--- src/cfgshadow_pkg.sv ---
package cfgshadow_pkg;

    // ----------------------------------------------------------
    // Widths and depths
    // ----------------------------------------------------------
    localparam int CFG_ADDR_W     = 10;
    localparam int CFG_DATA_W     = 32;
    localparam int CFG_BE_W       = 4;
    localparam int TLP_W          = 128;
    localparam int KEEP_W         = TLP_W / CFG_DATA_W;
    localparam int PCIE_ID_W      = 16;
    localparam int CFG_WORDS      = 1 << CFG_ADDR_W;
    localparam int CPL_FIFO_DEPTH = 8;
    localparam int PIPE_DEPTH     = 3;
    localparam int CPL_PTR_W      = $clog2(CPL_FIFO_DEPTH);
    localparam int CPL_CNT_W      = $clog2(CPL_FIFO_DEPTH + 1);
    localparam int INFLIGHT_W     = $clog2(PIPE_DEPTH + 1);

    // ----------------------------------------------------------
    // Request TLP fields, LSB positions in the 128-bit beat
    // ----------------------------------------------------------
    localparam int FMT_TYPE_W    = 7;
    localparam int TLP_FMT_LSB   = 25;
    localparam int TLP_BE_LSB    = 32;
    localparam int TLP_TAG_LSB   = 40;
    localparam int TLP_REQID_LSB = 48;
    localparam int TLP_ADDR_LSB  = 66;
    localparam int TLP_DATA_LSB  = 96;

    localparam logic [FMT_TYPE_W-1:0] FMT_TYPE_CFGRD = 7'b0000010;
    localparam logic [FMT_TYPE_W-1:0] FMT_TYPE_CFGWR = 7'b0100010;

    // Completion header, length 1, status successful
    localparam logic [CFG_DATA_W-1:0] CPL_DW0_CPLD   = 32'h4A00_0001;
    localparam logic [CFG_DATA_W-1:0] CPL_DW0_CPL    = 32'h0A00_0001;
    localparam logic [15:0]           CPL_BYTE_COUNT = 16'h0004;
    localparam logic [KEEP_W-1:0]     KEEP_CPLD      = 4'b1111;
    localparam logic [KEEP_W-1:0]     KEEP_CPL       = 4'b0111;

    // ----------------------------------------------------------
    // Types
    // ----------------------------------------------------------
    typedef enum logic {
        REQ_READ  = 1'b0,
        REQ_WRITE = 1'b1
    } req_kind_e;

    typedef struct packed {
        logic enable;
        logic write_enable;
        logic zero_reads;
    } cfg_ctrl_t;

    localparam cfg_ctrl_t CTRL_RESET = '{enable: 1'b1, write_enable: 1'b1, zero_reads: 1'b0};

    typedef struct packed {
        req_kind_e              kind;
        logic [CFG_ADDR_W-1:0]  addr;
        logic [CFG_BE_W-1:0]    be;
        logic [CFG_DATA_W-1:0]  data;
        logic [7:0]             tag;
        logic [15:0]            reqid;
    } cfg_req_t;

    typedef struct packed {
        logic [TLP_W-1:0] tdata;
        logic             has_payload;
    } cfg_cpl_t;

    // ----------------------------------------------------------
    // Write mask
    // ----------------------------------------------------------
    localparam int WRMASK_HDR_N = 16;

    // Header dwords, everything past them is fully writable
    localparam logic [CFG_DATA_W-1:0] WRMASK_HDR [0:WRMASK_HDR_N-1] = '{
        32'h0000_0000, 32'h0000_FFFF, 32'h0000_0000, 32'h0000_00FF,
        32'hFFFF_FFFF, 32'hFFFF_FFFF, 32'hFFFF_FFFF, 32'hFFFF_FFFF,
        32'hFFFF_FFFF, 32'hFFFF_FFFF, 32'h0000_0000, 32'h0000_0000,
        32'h0000_0000, 32'h0000_0000, 32'h0000_0000, 32'h0000_00FF
    };

    function automatic logic [CFG_DATA_W-1:0] cfg_wrmask(input logic [CFG_ADDR_W-1:0] addr);
        if (addr < CFG_ADDR_W'(WRMASK_HDR_N)) begin
            return WRMASK_HDR[addr[3:0]];
        end
        return '1;
    endfunction

endpackage

--- src/cfg_tlp_decode.sv ---
`timescale 1ns/1ps

module cfg_tlp_decode (
    input  logic                             clk_pcie,
    input  logic                             rst,
    input  logic                             i_tlp_valid,
    input  logic [cfgshadow_pkg::TLP_W-1:0]  i_tlp_data,
    output logic                             o_tlp_ready,
    input  logic                             i_enable,
    input  logic                             i_room,
    output logic                             o_req_valid,
    output cfgshadow_pkg::cfg_req_t          o_req
);
    import cfgshadow_pkg::*;

    logic [FMT_TYPE_W-1:0] fmt_type;
    logic                  accept;
    logic                  is_cfg;
    cfg_req_t              req_d;

    // Back-pressure follows the room signal from the completion side
    assign o_tlp_ready = i_room;
    assign accept      = i_tlp_valid && i_room;
    assign fmt_type    = i_tlp_data[TLP_FMT_LSB +: FMT_TYPE_W];

    // ----------------------------------------------------------
    // Classify and unpack
    // ----------------------------------------------------------
    always_comb begin
        is_cfg      = 1'b1;
        req_d.kind  = REQ_READ;
        case (fmt_type)
            FMT_TYPE_CFGRD: begin
                req_d.kind = REQ_READ;
            end
            FMT_TYPE_CFGWR: begin
                req_d.kind = REQ_WRITE;
            end
            default: begin
                is_cfg = 1'b0;
            end
        endcase

        req_d.addr  = i_tlp_data[TLP_ADDR_LSB +: CFG_ADDR_W];
        req_d.data  = i_tlp_data[TLP_DATA_LSB +: CFG_DATA_W];
        req_d.tag   = i_tlp_data[TLP_TAG_LSB +: 8];
        req_d.reqid = i_tlp_data[TLP_REQID_LSB +: 16];

        // First DW BE arrives bit-reversed in this beat layout
        for (int i = 0; i < CFG_BE_W; i++) begin
            req_d.be[i] = i_tlp_data[TLP_BE_LSB + CFG_BE_W - 1 - i];
        end
    end

    // ----------------------------------------------------------
    // Output register
    // ----------------------------------------------------------

    // Unsupported beats and anything seen while disabled are consumed silently
    always_ff @(posedge clk_pcie) begin
        if (rst) begin
            o_req_valid <= 1'b0;
        end else begin
            o_req_valid <= accept && is_cfg && i_enable;
        end
    end

    always_ff @(posedge clk_pcie) begin
        if (accept) begin
            o_req <= req_d;
        end
    end

endmodule

--- config.mk ---
export PLATFORM = sky130hd
export DESIGN_NAME = cfg_tlp_decode
export DESIGN_NICKNAME = d
export VERILOG_FILES = /design/src/cfgshadow_pkg.sv /design/src/cfg_tlp_decode.sv
export SDC_FILE = /design/constraint.sdc
export NUM_CORES = 1
export LEC_CHECK = 0
export ABC_CLOCK_PERIOD_IN_PS = 7360
export BUFFER_PORTS_ARGS = -buffer_cell sky130_fd_sc_hd__clkbuf_2
export CELL_PAD_IN_SITES_DETAIL_PLACEMENT = 0
export CELL_PAD_IN_SITES_GLOBAL_PLACEMENT = 1
export CORE_UTILIZATION = 30
export CTS_BUF_LIST = sky130_fd_sc_hd__clkbuf_8
export CTS_CLUSTER_SIZE = 28
export DETAILED_ROUTE_END_ITERATION = 10
export PLACE_DENSITY_LB_ADDON = 0.1
export SLEW_MARGIN = 5
export SYNTH_ARGS = -nofsm -noshare
export SYNTH_HDL_FRONTEND = slang
export SYNTH_SLANG_ARGS = --single-unit
--- constraint.sdc ---
create_clock -name clk_pcie -period 7.36 [get_ports clk_pcie]
set_input_delay 0.736 -clock clk_pcie [delete_from_list [all_inputs] [get_ports clk_pcie]]
set_output_delay 0.736 -clock clk_pcie [all_outputs]
set_load 0.01 [all_outputs]
==> results of run 1 <==
==> layout make-up <==
class / instances / share of cell area
flip-flops and latches: 72 / 0.662
repair buffers: 154 / 0.237
clock buffers: 9 / 0.0381
well taps: 96 / 0.0370
multi-input cells: 5 / 0.0169
clock inverters: 6 / 0.00847
==> sequential cells by signal, summed over array words and instances (netlist names) <==
signal / count
o_req_valid: 1
o_req: 71
==> power by group <==
group / total [mW] / switching [mW] / internal (mW)
Clock: 0.248 / 0.133 / 0.115
Combinational: 0.0677 / 0.0358 / 0.0320
Sequential: 0.487 / 0.00631 / 0.481
Total: 0.803 / 0.175 / 0.628
==> final timing paths <==
check	start	endpoint	slack, ns
setup / recovery	i_room	o_tlp_ready	5.66
hold / removal	i_tlp_data[73]	o_req[67]$_DFFE_PN_	0.57
==> cell usage in the layout, fill, tap and decap left out <==
| cell type | Yosys | final |
|---|---|---|
| and2_4 | 0 | 1 |
| clkbuf_2 | 0 | 154 |
| clkbuf_8 | 0 | 9 |
| clkinv_1 | 0 | 4 |
| clkinv_2 | 0 | 1 |
| clkinvlp_4 | 0 | 1 |
| dfxtp_1 | 1 | 1 |
| edfxtp_1 | 71 | 71 |
| nand4b_1 | 1 | 1 |
| nor4_2 | 1 | 1 |
| nor4b_2 | 1 | 1 |
| or4b_1 | 1 | 1 |
==> layer usage <==
| layer | GRT usage | share of wire |
|---|---|---|
| met1 | 0.111 | 0.35 |
| met2 | 0.185 | 0.49 |
| met3 | 0.0631 | 0.14 |
| met4 | 0.0805 | 0.024 |
| met5 | 0 | 0 |
==> cell families after synthesis <==
| group | Yosys count | synth area share |
|---|---|---|
| and+or+nand+nor | 5 | 0.0238 |
| buffers and inverters | 1 | 0.00339 |
| DFF | 72 | 0.973 |
==> summary.md, run 1 <==
| Metric | Value |
|---|---|
| H-Tree Depth | `3` |
| Synth cell types | `8` |
| Largest area contributor in the netlist | `edfxtp_1` |
| Post-layout util | `0.468` |
| Synth area leaders | `edfxtp_1, dfxtp_1, nor4b_2` |
| Pwr Total | `803 µW` |
| Rel. slew slack | `0.384` |
| CTS tree | `built` |
| Final antenna-violating net count | `0` |
| Worst Setup Slack, final | `5.66 ns` |
| Initial Util | `0.319` |
| Clk sinks | `72` |
| Critical Path Max Stage Delay | `0.13 ns` |
| Share of cells above drive strength 1 | `0.683` |
| Dominant synthesized flop cell | `edfxtp_1` |
| Root buf cell | `clkbuf_8` |
| CP max-delay cell | `clkbuf_2` |
| First-pass GRT wire length | `6220 µm` |
| Synthesis-stage register bit count | `72` |
| Critical path depth | `2` |
| Register area | `2150 µm²` |
| Yosys synthesis warning count | `0` |
| All-Layer GR Usage | `0.114` |
| Fillers | `632` |
| Hold slack final | `0.573 ns` |
| Setup Viol. Count Final | `0` |
| Drt via density | `3.94` |
| Area post-placement | `3100 µm²` |
| DRT Pass-1 Iters | `4` |
| Critical Path Start Type | `input port` |
| Syn nets | `211` |
| Placed cell count | `327` |
| Via count of the routed design | `1,346` |
| Post-synth EDFFs | `71` |
| Final WL | `4320 µm` |
| DRC Markers | `0` |
| Clock transition at path regs | `0.07 ns` |
| Final Max Tran Viols | `0` |
| Die width | `87.9 µm` |
| Unrepaired setup endpoints after global routing | `false` |
| Most frequent CP cell | `clkbuf_2` |
| Core ar. | `6940 µm²` |
| Status | `finished clean` |
| Avg Cell Area, Syn | `28.4 µm²` |
| Crit. End Element | `output pin` |
| Post_cts resized | `0` |
| Synthesized instance count | `78` |
| CP delay by family, top | `buffers and inverters` |
| Antenna cells | `0` |
| Most frequent cell after synthesis | `edfxtp_1` |
| Crit share post-route | `0.231` |
| Setup Fix Bufs, Post-CTS | `0` |
| Drt wl/cell | `12.6 µm` |
| Worst hold path type | `input port to flop` |
| Post-route cell area | `3250 µm²` |
| WP data required | `6.62 ns` |
| Setup total negative slack | `0 ns` |
| Area grow syn2layout | `46.9%` |
| Synth top area share | `0.964` |
| Longest Clk Path Bufs | `2` |
| Number of placement rows | `30` |
| VDD IR max | `0.116 mV` |
| IO buf count | `154` |
| CP Class | `input port to output pin` |
| Hold-fix buffers, CTS | `0` |
| Min Tclk post-route | `1.70 ns` |
| DIE AREA | `7720 µm²` |
| Final #Nets | `375` |
| Initial DRC Count | `34` |
| Final std cells w/o fill | `342` |
| Seq/Total Area, Yosys | `0.973` |
| Worst-margin pin slew | `0.924 ns` |
| Vias in the first global route | `1,312` |
| CTS Buf Count | `9` |
| Max cap viols | `0` |
| Initial antenna violation count | `0` |
| Crit-path max FO | `3` |
| P_leak | `1.40 nW` |
| Total gr overflow | `0` |
| I/O pin total | `206` |
| Worst Hold Depth | `1` |
| Footprint of the multi-input gates | `55.1 µm²` |
| Max Freq | `588 MHz` |
| Pin count of the biggest net entering global routing | `72` |
| Synthesized cell area | `2210 µm²` |
| GPL Wtd Cong | `0.647` |
| Final Hold Viols | `0` |
| Worst slack, placed | `5.33 ns` |
| Chip height | `87.9 µm` |
| Worst path cell trace | `clkbuf_2 -> clkbuf_2` |
| Bufs and invs on worst path | `2` |
| CP arrival | `0.96 ns` |
| Async SR Flop Fraction | `0` |
| Pwr dens | `247 nW/µm²` |
Note: power is estimated with default switching activity, not from simulation.
==> run 2, diff against run 1 <==
ABC_AREA = 1   (was not set)
ABC_CLOCK_PERIOD_IN_PS = 1350   (was 7360)
CORE_UTILIZATION = 25   (was 30)
clock period = 1.35 ns   (was 7.36 ns; I/O delays follow)
==> run 2 against run 1 <==
Sequential share of layout area shrank 13 points. First-iteration DRC count shrank 12%. Hold slack lost 0.53 ns. Critical path type is now flop to output pin. Largest cell class unchanged. Highest routed layer unchanged.
==> summary.md, run 2 <==
| Metric | Value |
|---|---|
| Status | `finished clean` |
| CP delay by family, top | `flip-flops` |
| Seq/Total Area, Yosys | `0.975` |
| Longest Clk Path Bufs | `2` |
| Rel. slew slack | `0.867` |
| All-Layer GR Usage | `0.115` |
| Most frequent cells in the layout | `clkbuf_2, edfxtp_1, dlygate4sd3_1, clkbuf_8, nor2_1` |
| Crit share post-route | `0.740` |
| Root buf cell | `clkbuf_8` |
| Antenna cells | `0` |
| Critical Path Start Type | `flop` |
| Synth top area share | `0.965` |
| Setup Fix Bufs, Post-CTS | `0` |
| Avg Cell Area, Syn | `26.3 µm²` |
| Post-synth EDFFs | `71` |
| Hold-fix buffers, CTS | `70` |
| H-Tree Depth | `3` |
| Syn nets | `217` |
| Synthesis-stage register bit count | `72` |
| Via count of the routed design | `1,640` |
| Synth cell types | `9` |
| Largest regs | `o_req (71), o_req_valid (1)` |
| Area grow syn2layout | `84.1%` |
| DRC Markers | `0` |
| Share of cells above drive strength 1 | `0.531` |
| Max Freq | `1000 MHz` |
| Max reg flops | `71` |
| Hold slack final | `0.0477 ns` |
| Most common cell after layout, fill and taps aside | `clkbuf_2` |
| VDD IR max | `0.709 mV` |
| Pwr Total | `4.95 mW` |
| Initial Util | `0.263` |
| Synthesized instance count | `84` |
| Initial DRC Count | `30` |
| Critical Path Max Stage Delay | `0.39 ns` |
| Pin count of the biggest net entering global routing | `37` |
| Post-route cell area | `4070 µm²` |
| Core ar. | `8380 µm²` |
| Worst hold path type | `input port to flop` |
| P_leak | `1.75 nW` |
| Max cap viols | `0` |
| CTS tree | `built` |
| Area post-placement | `3160 µm²` |
| Clk sinks | `72` |
| DRT Pass-1 Iters | `3` |
| Pwr dens | `1220 nW/µm²` |
| Vias in the first global route | `1,677` |
| DIE AREA | `9210 µm²` |
| Crit-path max FO | `1` |
| Async SR Flop Fraction | `0` |
| First-pass GRT wire length | `7490 µm` |
| Drt via density | `3.82` |
| Most flop-heavy register | `o_req` |
| Drt wl/cell | `12.2 µm` |
| Final WL | `5220 µm` |
| CP max-delay cell | `edfxtp_1` |
| Most frequent cell after synthesis | `edfxtp_1` |
| Post-layout util | `0.485` |
| Commonest cells post-synth | `edfxtp_1, nor2_1, inv_1, nand2_1` |
| Final antenna-violating net count | `0` |
| Worst-margin pin slew | `0.200 ns` |
| Min Tclk post-route | `0.999 ns` |
| Post_cts resized | `0` |
| Crit. End Element | `output pin` |
| I/O pin total | `206` |
| Worst path cell trace | `clkbuf_2` |
| Die width | `96.0 µm` |
| WP data required | `1.22 ns` |
| Clock transition at path regs | `0.07 ns` |
| Synthesized cell area | `2210 µm²` |
| Largest area contributor in the netlist | `edfxtp_1` |
| Bufs and invs on worst path | `1` |
| Yosys synthesis warning count | `0` |
| Final Max Tran Viols | `0` |
| Final Hold Viols | `0` |
| CP arrival | `0.86 ns` |
| CTS Buf Count | `9` |
| CP Class | `flop to output pin` |
| GPL Wtd Cong | `0.640` |
| Unrepaired setup endpoints after global routing | `false` |
| Chip height | `96.0 µm` |
| Initial antenna violation count | `0` |
| IO buf count | `154` |
| Number of placement rows | `33` |
| Setup Viol. Count Final | `0` |
| Final #Nets | `453` |
| Dominant synthesized flop cell | `edfxtp_1` |
| Synth area leaders | `edfxtp_1, dfxtp_1, nor2_1` |
| Total gr overflow | `0` |
run 2: routing by layer:
layer	vias to the layer above	share of wire	global-route usage
met3	12	0.091	0.0664
li1	796	-	-
met5	-	0	0
met2	84	0.54	0.202
met4	0	0.022	0.0485
met1	748	0.35	0.110
run 2: kinds of logic after synthesis:
logic type,after synthesis,synth area share
and+or+nand+nor,9,0.0187
buffers and inverters,3,0.00680
DFF,72,0.975
run 2: report_power, final:
group	total, mW	switching (mW)	leakage, nW	internal, mW
clock	1.74	0.725	0.111	1.01
combinational	0.560	0.241	0.970	0.319
sequential	2.66	0.0362	0.673	2.62
run 2: area by class of cell:
type,instances,area (µm²)
inverters,2,11.3
clock inverters,6,77.6
well taps,105,131
clock buffers,9,124
flip-flops and latches,72,2150
multi-input cells,9,57.6
fillers,759,4320
repair buffers,226,1510
run 2: worst paths after layout:
check	slack [ns]	to	startpoint	depth (start not counted)
setup / recovery	0.35	o_req[41]	o_req[41]$_DFFE_PN_	1
hold / removal	0.05	o_req_valid$_SDFF_PP0_	rst	4
run 2: stage by stage:
stage          setup WS (ns)  TNS [ns]  std cells
2_1_floorplan         -0.244    -17.50         84
3_3_place_gp           0.343         0        344
3_5_place_dp           0.342         0        344
4_1_cts                0.329         0        429
5_1_grt                0.301         0        429
6_report               0.351         0        429
==> run 3, diff against run 2 <==
ABC_AREA = 0   (was 1)
ABC_CLOCK_PERIOD_IN_PS = 900   (was 1350)
CORE_UTILIZATION = 26   (was 25)
clock period = 0.9 ns   (was 1.35 ns; I/O delays follow)
==> run 3 against run 2 <==
Total power rose by 47%. Via count is 0.73% higher. Cell count rose by 0.23%. Wire length rose by 4.8%. The flow now finishes with violations (negative setup slack). Highest routed layer unchanged. Sequential share of layout area shrank 0.45 points. Hold slack lost 0.031 ns. Die area shrank 3.6%. Core utilization rose by 1.4 points. First-iteration DRC count up 110%. Global-route usage grew 0.85 points. Non-clock buffer count up 6.
==> summary.md, run 3 (same netlist as run 1, synthesis figures left out) <==
| Metric | Value |
|---|---|
| Initial Util | `0.269` |
| Final #Nets | `453` |
| I/O pin total | `206` |
| Setup Fix Bufs, Post-CTS | `0` |
| Clock transition at path regs | `0.08 ns` |
| Critical Path Start Type | `flop` |
| Fillers | `757` |
| CP delay by family, top | `flip-flops` |
| CTS Buf Count | `9` |
| Crit share post-route | `1.06` |
| Max Freq | `1040 MHz` |
| Hold slack final | `0.0168 ns` |
| Crit-path max FO | `1` |
| Root buf cell | `clkbuf_8` |
| Worst-margin pin slew | `0.183 ns` |
| Number of placement rows | `33` |
| Via count of the routed design | `1,652` |
| Most flop-heavy register | `o_req` |
| CP arrival | `0.87 ns` |
| Die width | `94.2 µm` |
| Final antenna-violating net count | `0` |
| Core ar. | `8220 µm²` |
| Largest regs | `o_req (71), o_req_valid (1)` |
| DRT Pass-1 Iters | `4` |
| Most common cell after layout, fill and taps aside | `clkbuf_2` |
| CP max-delay cell | `edfxtp_1` |
| H-Tree Depth | `3` |
| Final Max Tran Viols | `0` |
| Chip height | `94.2 µm` |
| Rel. slew slack | `0.878` |
| All-Layer GR Usage | `0.124` |
| Pin count of the biggest net entering global routing | `31` |
| Max reg flops | `71` |
| IO buf count | `154` |
| Total gr overflow | `0` |
| VDD IR max | `0.796 mV` |
| Crit. End Element | `output pin` |
| Critical Path Max Stage Delay | `0.39 ns` |
| Vias in the first global route | `1,718` |
| Worst path cell trace | `clkbuf_2` |
| CP Class | `flop to output pin` |
| Final Hold Viols | `0` |
| DIE AREA | `8880 µm²` |
| Min Tclk post-route | `0.958 ns` |
| WP data required | `0.81 ns` |
| Status | `finished, violations left` |
| Longest Clk Path Bufs | `2` |
| Final WL | `5460 µm` |
| Post-layout util | `0.499` |
| Initial antenna violation count | `0` |
| First-pass GRT wire length | `7950 µm` |
| Max cap viols | `0` |
| Clk sinks | `72` |
| Pwr Total | `7.27 mW` |
| Area post-placement | `3170 µm²` |
| Most frequent cells in the layout | `clkbuf_2, dlygate4sd3_1, edfxtp_1, clkbuf_8, buf_2` |
| Bufs and invs on worst path | `1` |
| Drt via density | `3.84` |
| Initial DRC Count | `64` |
| Share of cells above drive strength 1 | `0.542` |
| Failing checks | `negative setup slack` |
| Drt wl/cell | `12.7 µm` |
| Post-route cell area | `4100 µm²` |
| CTS tree | `built` |
| GPL Wtd Cong | `0.656` |
| Worst hold path type | `input port to flop` |
| Setup Viol. Count Final | `70` |
| P_leak | `1.76 nW` |
| Pwr dens | `1770 nW/µm²` |
| Worst Setup Slack, final | `-0.0577 ns` |
| DRC Markers | `0` |
| Area grow syn2layout | `85.5%` |
| Post-DP HPWL | `3630 µm` |
| Unrepaired setup endpoints after global routing | `true` |
| Antenna cells | `0` |
[run 3: cell types whose count changed in the layout (fill, tap and decap cells not counted), sizes merged, moves of 2 or more]
cell	delta
buf	+9
clkbuf	-7
nor2	-5
dlygate4sd3	+4
nand2	-2
[run 3: repair_timing]
| action | in CTS | in global routing |
|---|---|---|
| setup endpoints to repair | 71 | 72 |
| resized for setup | 0 | 9 |
| endpoints found under the hold margin | 71 | 0 |
| hold buffers | 74 | 0 |
| gates cloned | 0 | 0 |
[run 3: per-stage QoR]
step / TNS, ns / cells / worst slack, ns
finish: -1.59 / 430 / -0.0577
global route: -4.99 / 430 / -0.106
CTS: -3.57 / 430 / -0.0839
detailed placement: -0.328 / 340 / -0.202
global placement: -0.304 / 340 / -0.189
floorplan: -10.87 / 78 / -0.152
[run 3: worst paths after layout]
check / depth (start not counted) / endpoint / slack, ns / startpoint
max: 1 / o_req[43] / -0.06 / o_req[43]$_DFFE_PN_
min: 3 / o_req_valid$_SDFF_PP0_ / 0.02 / i_tlp_valid
[run 3: per-layer routing]
layer  share of wire  track usage
met5               0            0
met4           0.014       0.0692
met3           0.066       0.0283
met2            0.53        0.217
met1            0.39        0.137
[run 3: cell type report]
cell class                 instances  area (µm²)  area share
timing repair buffer             232        1570       0.383
tap                              105         131      0.0320
clock inverter                     7        62.6      0.0152
multi-input combinational          5        58.8      0.0143
sequential                        72        2150       0.525
clock buffer                       9         124      0.0302
[run 3: power breakdown]
part	leakage (nW)	switching [mW]	internal, mW	total (mW)
clock	0.0959	1.18	1.26	2.44
combinational	0.988	0.358	0.495	0.852
sequential	0.674	0.0545	3.93	3.98
total	1.76	1.59	5.68	7.27
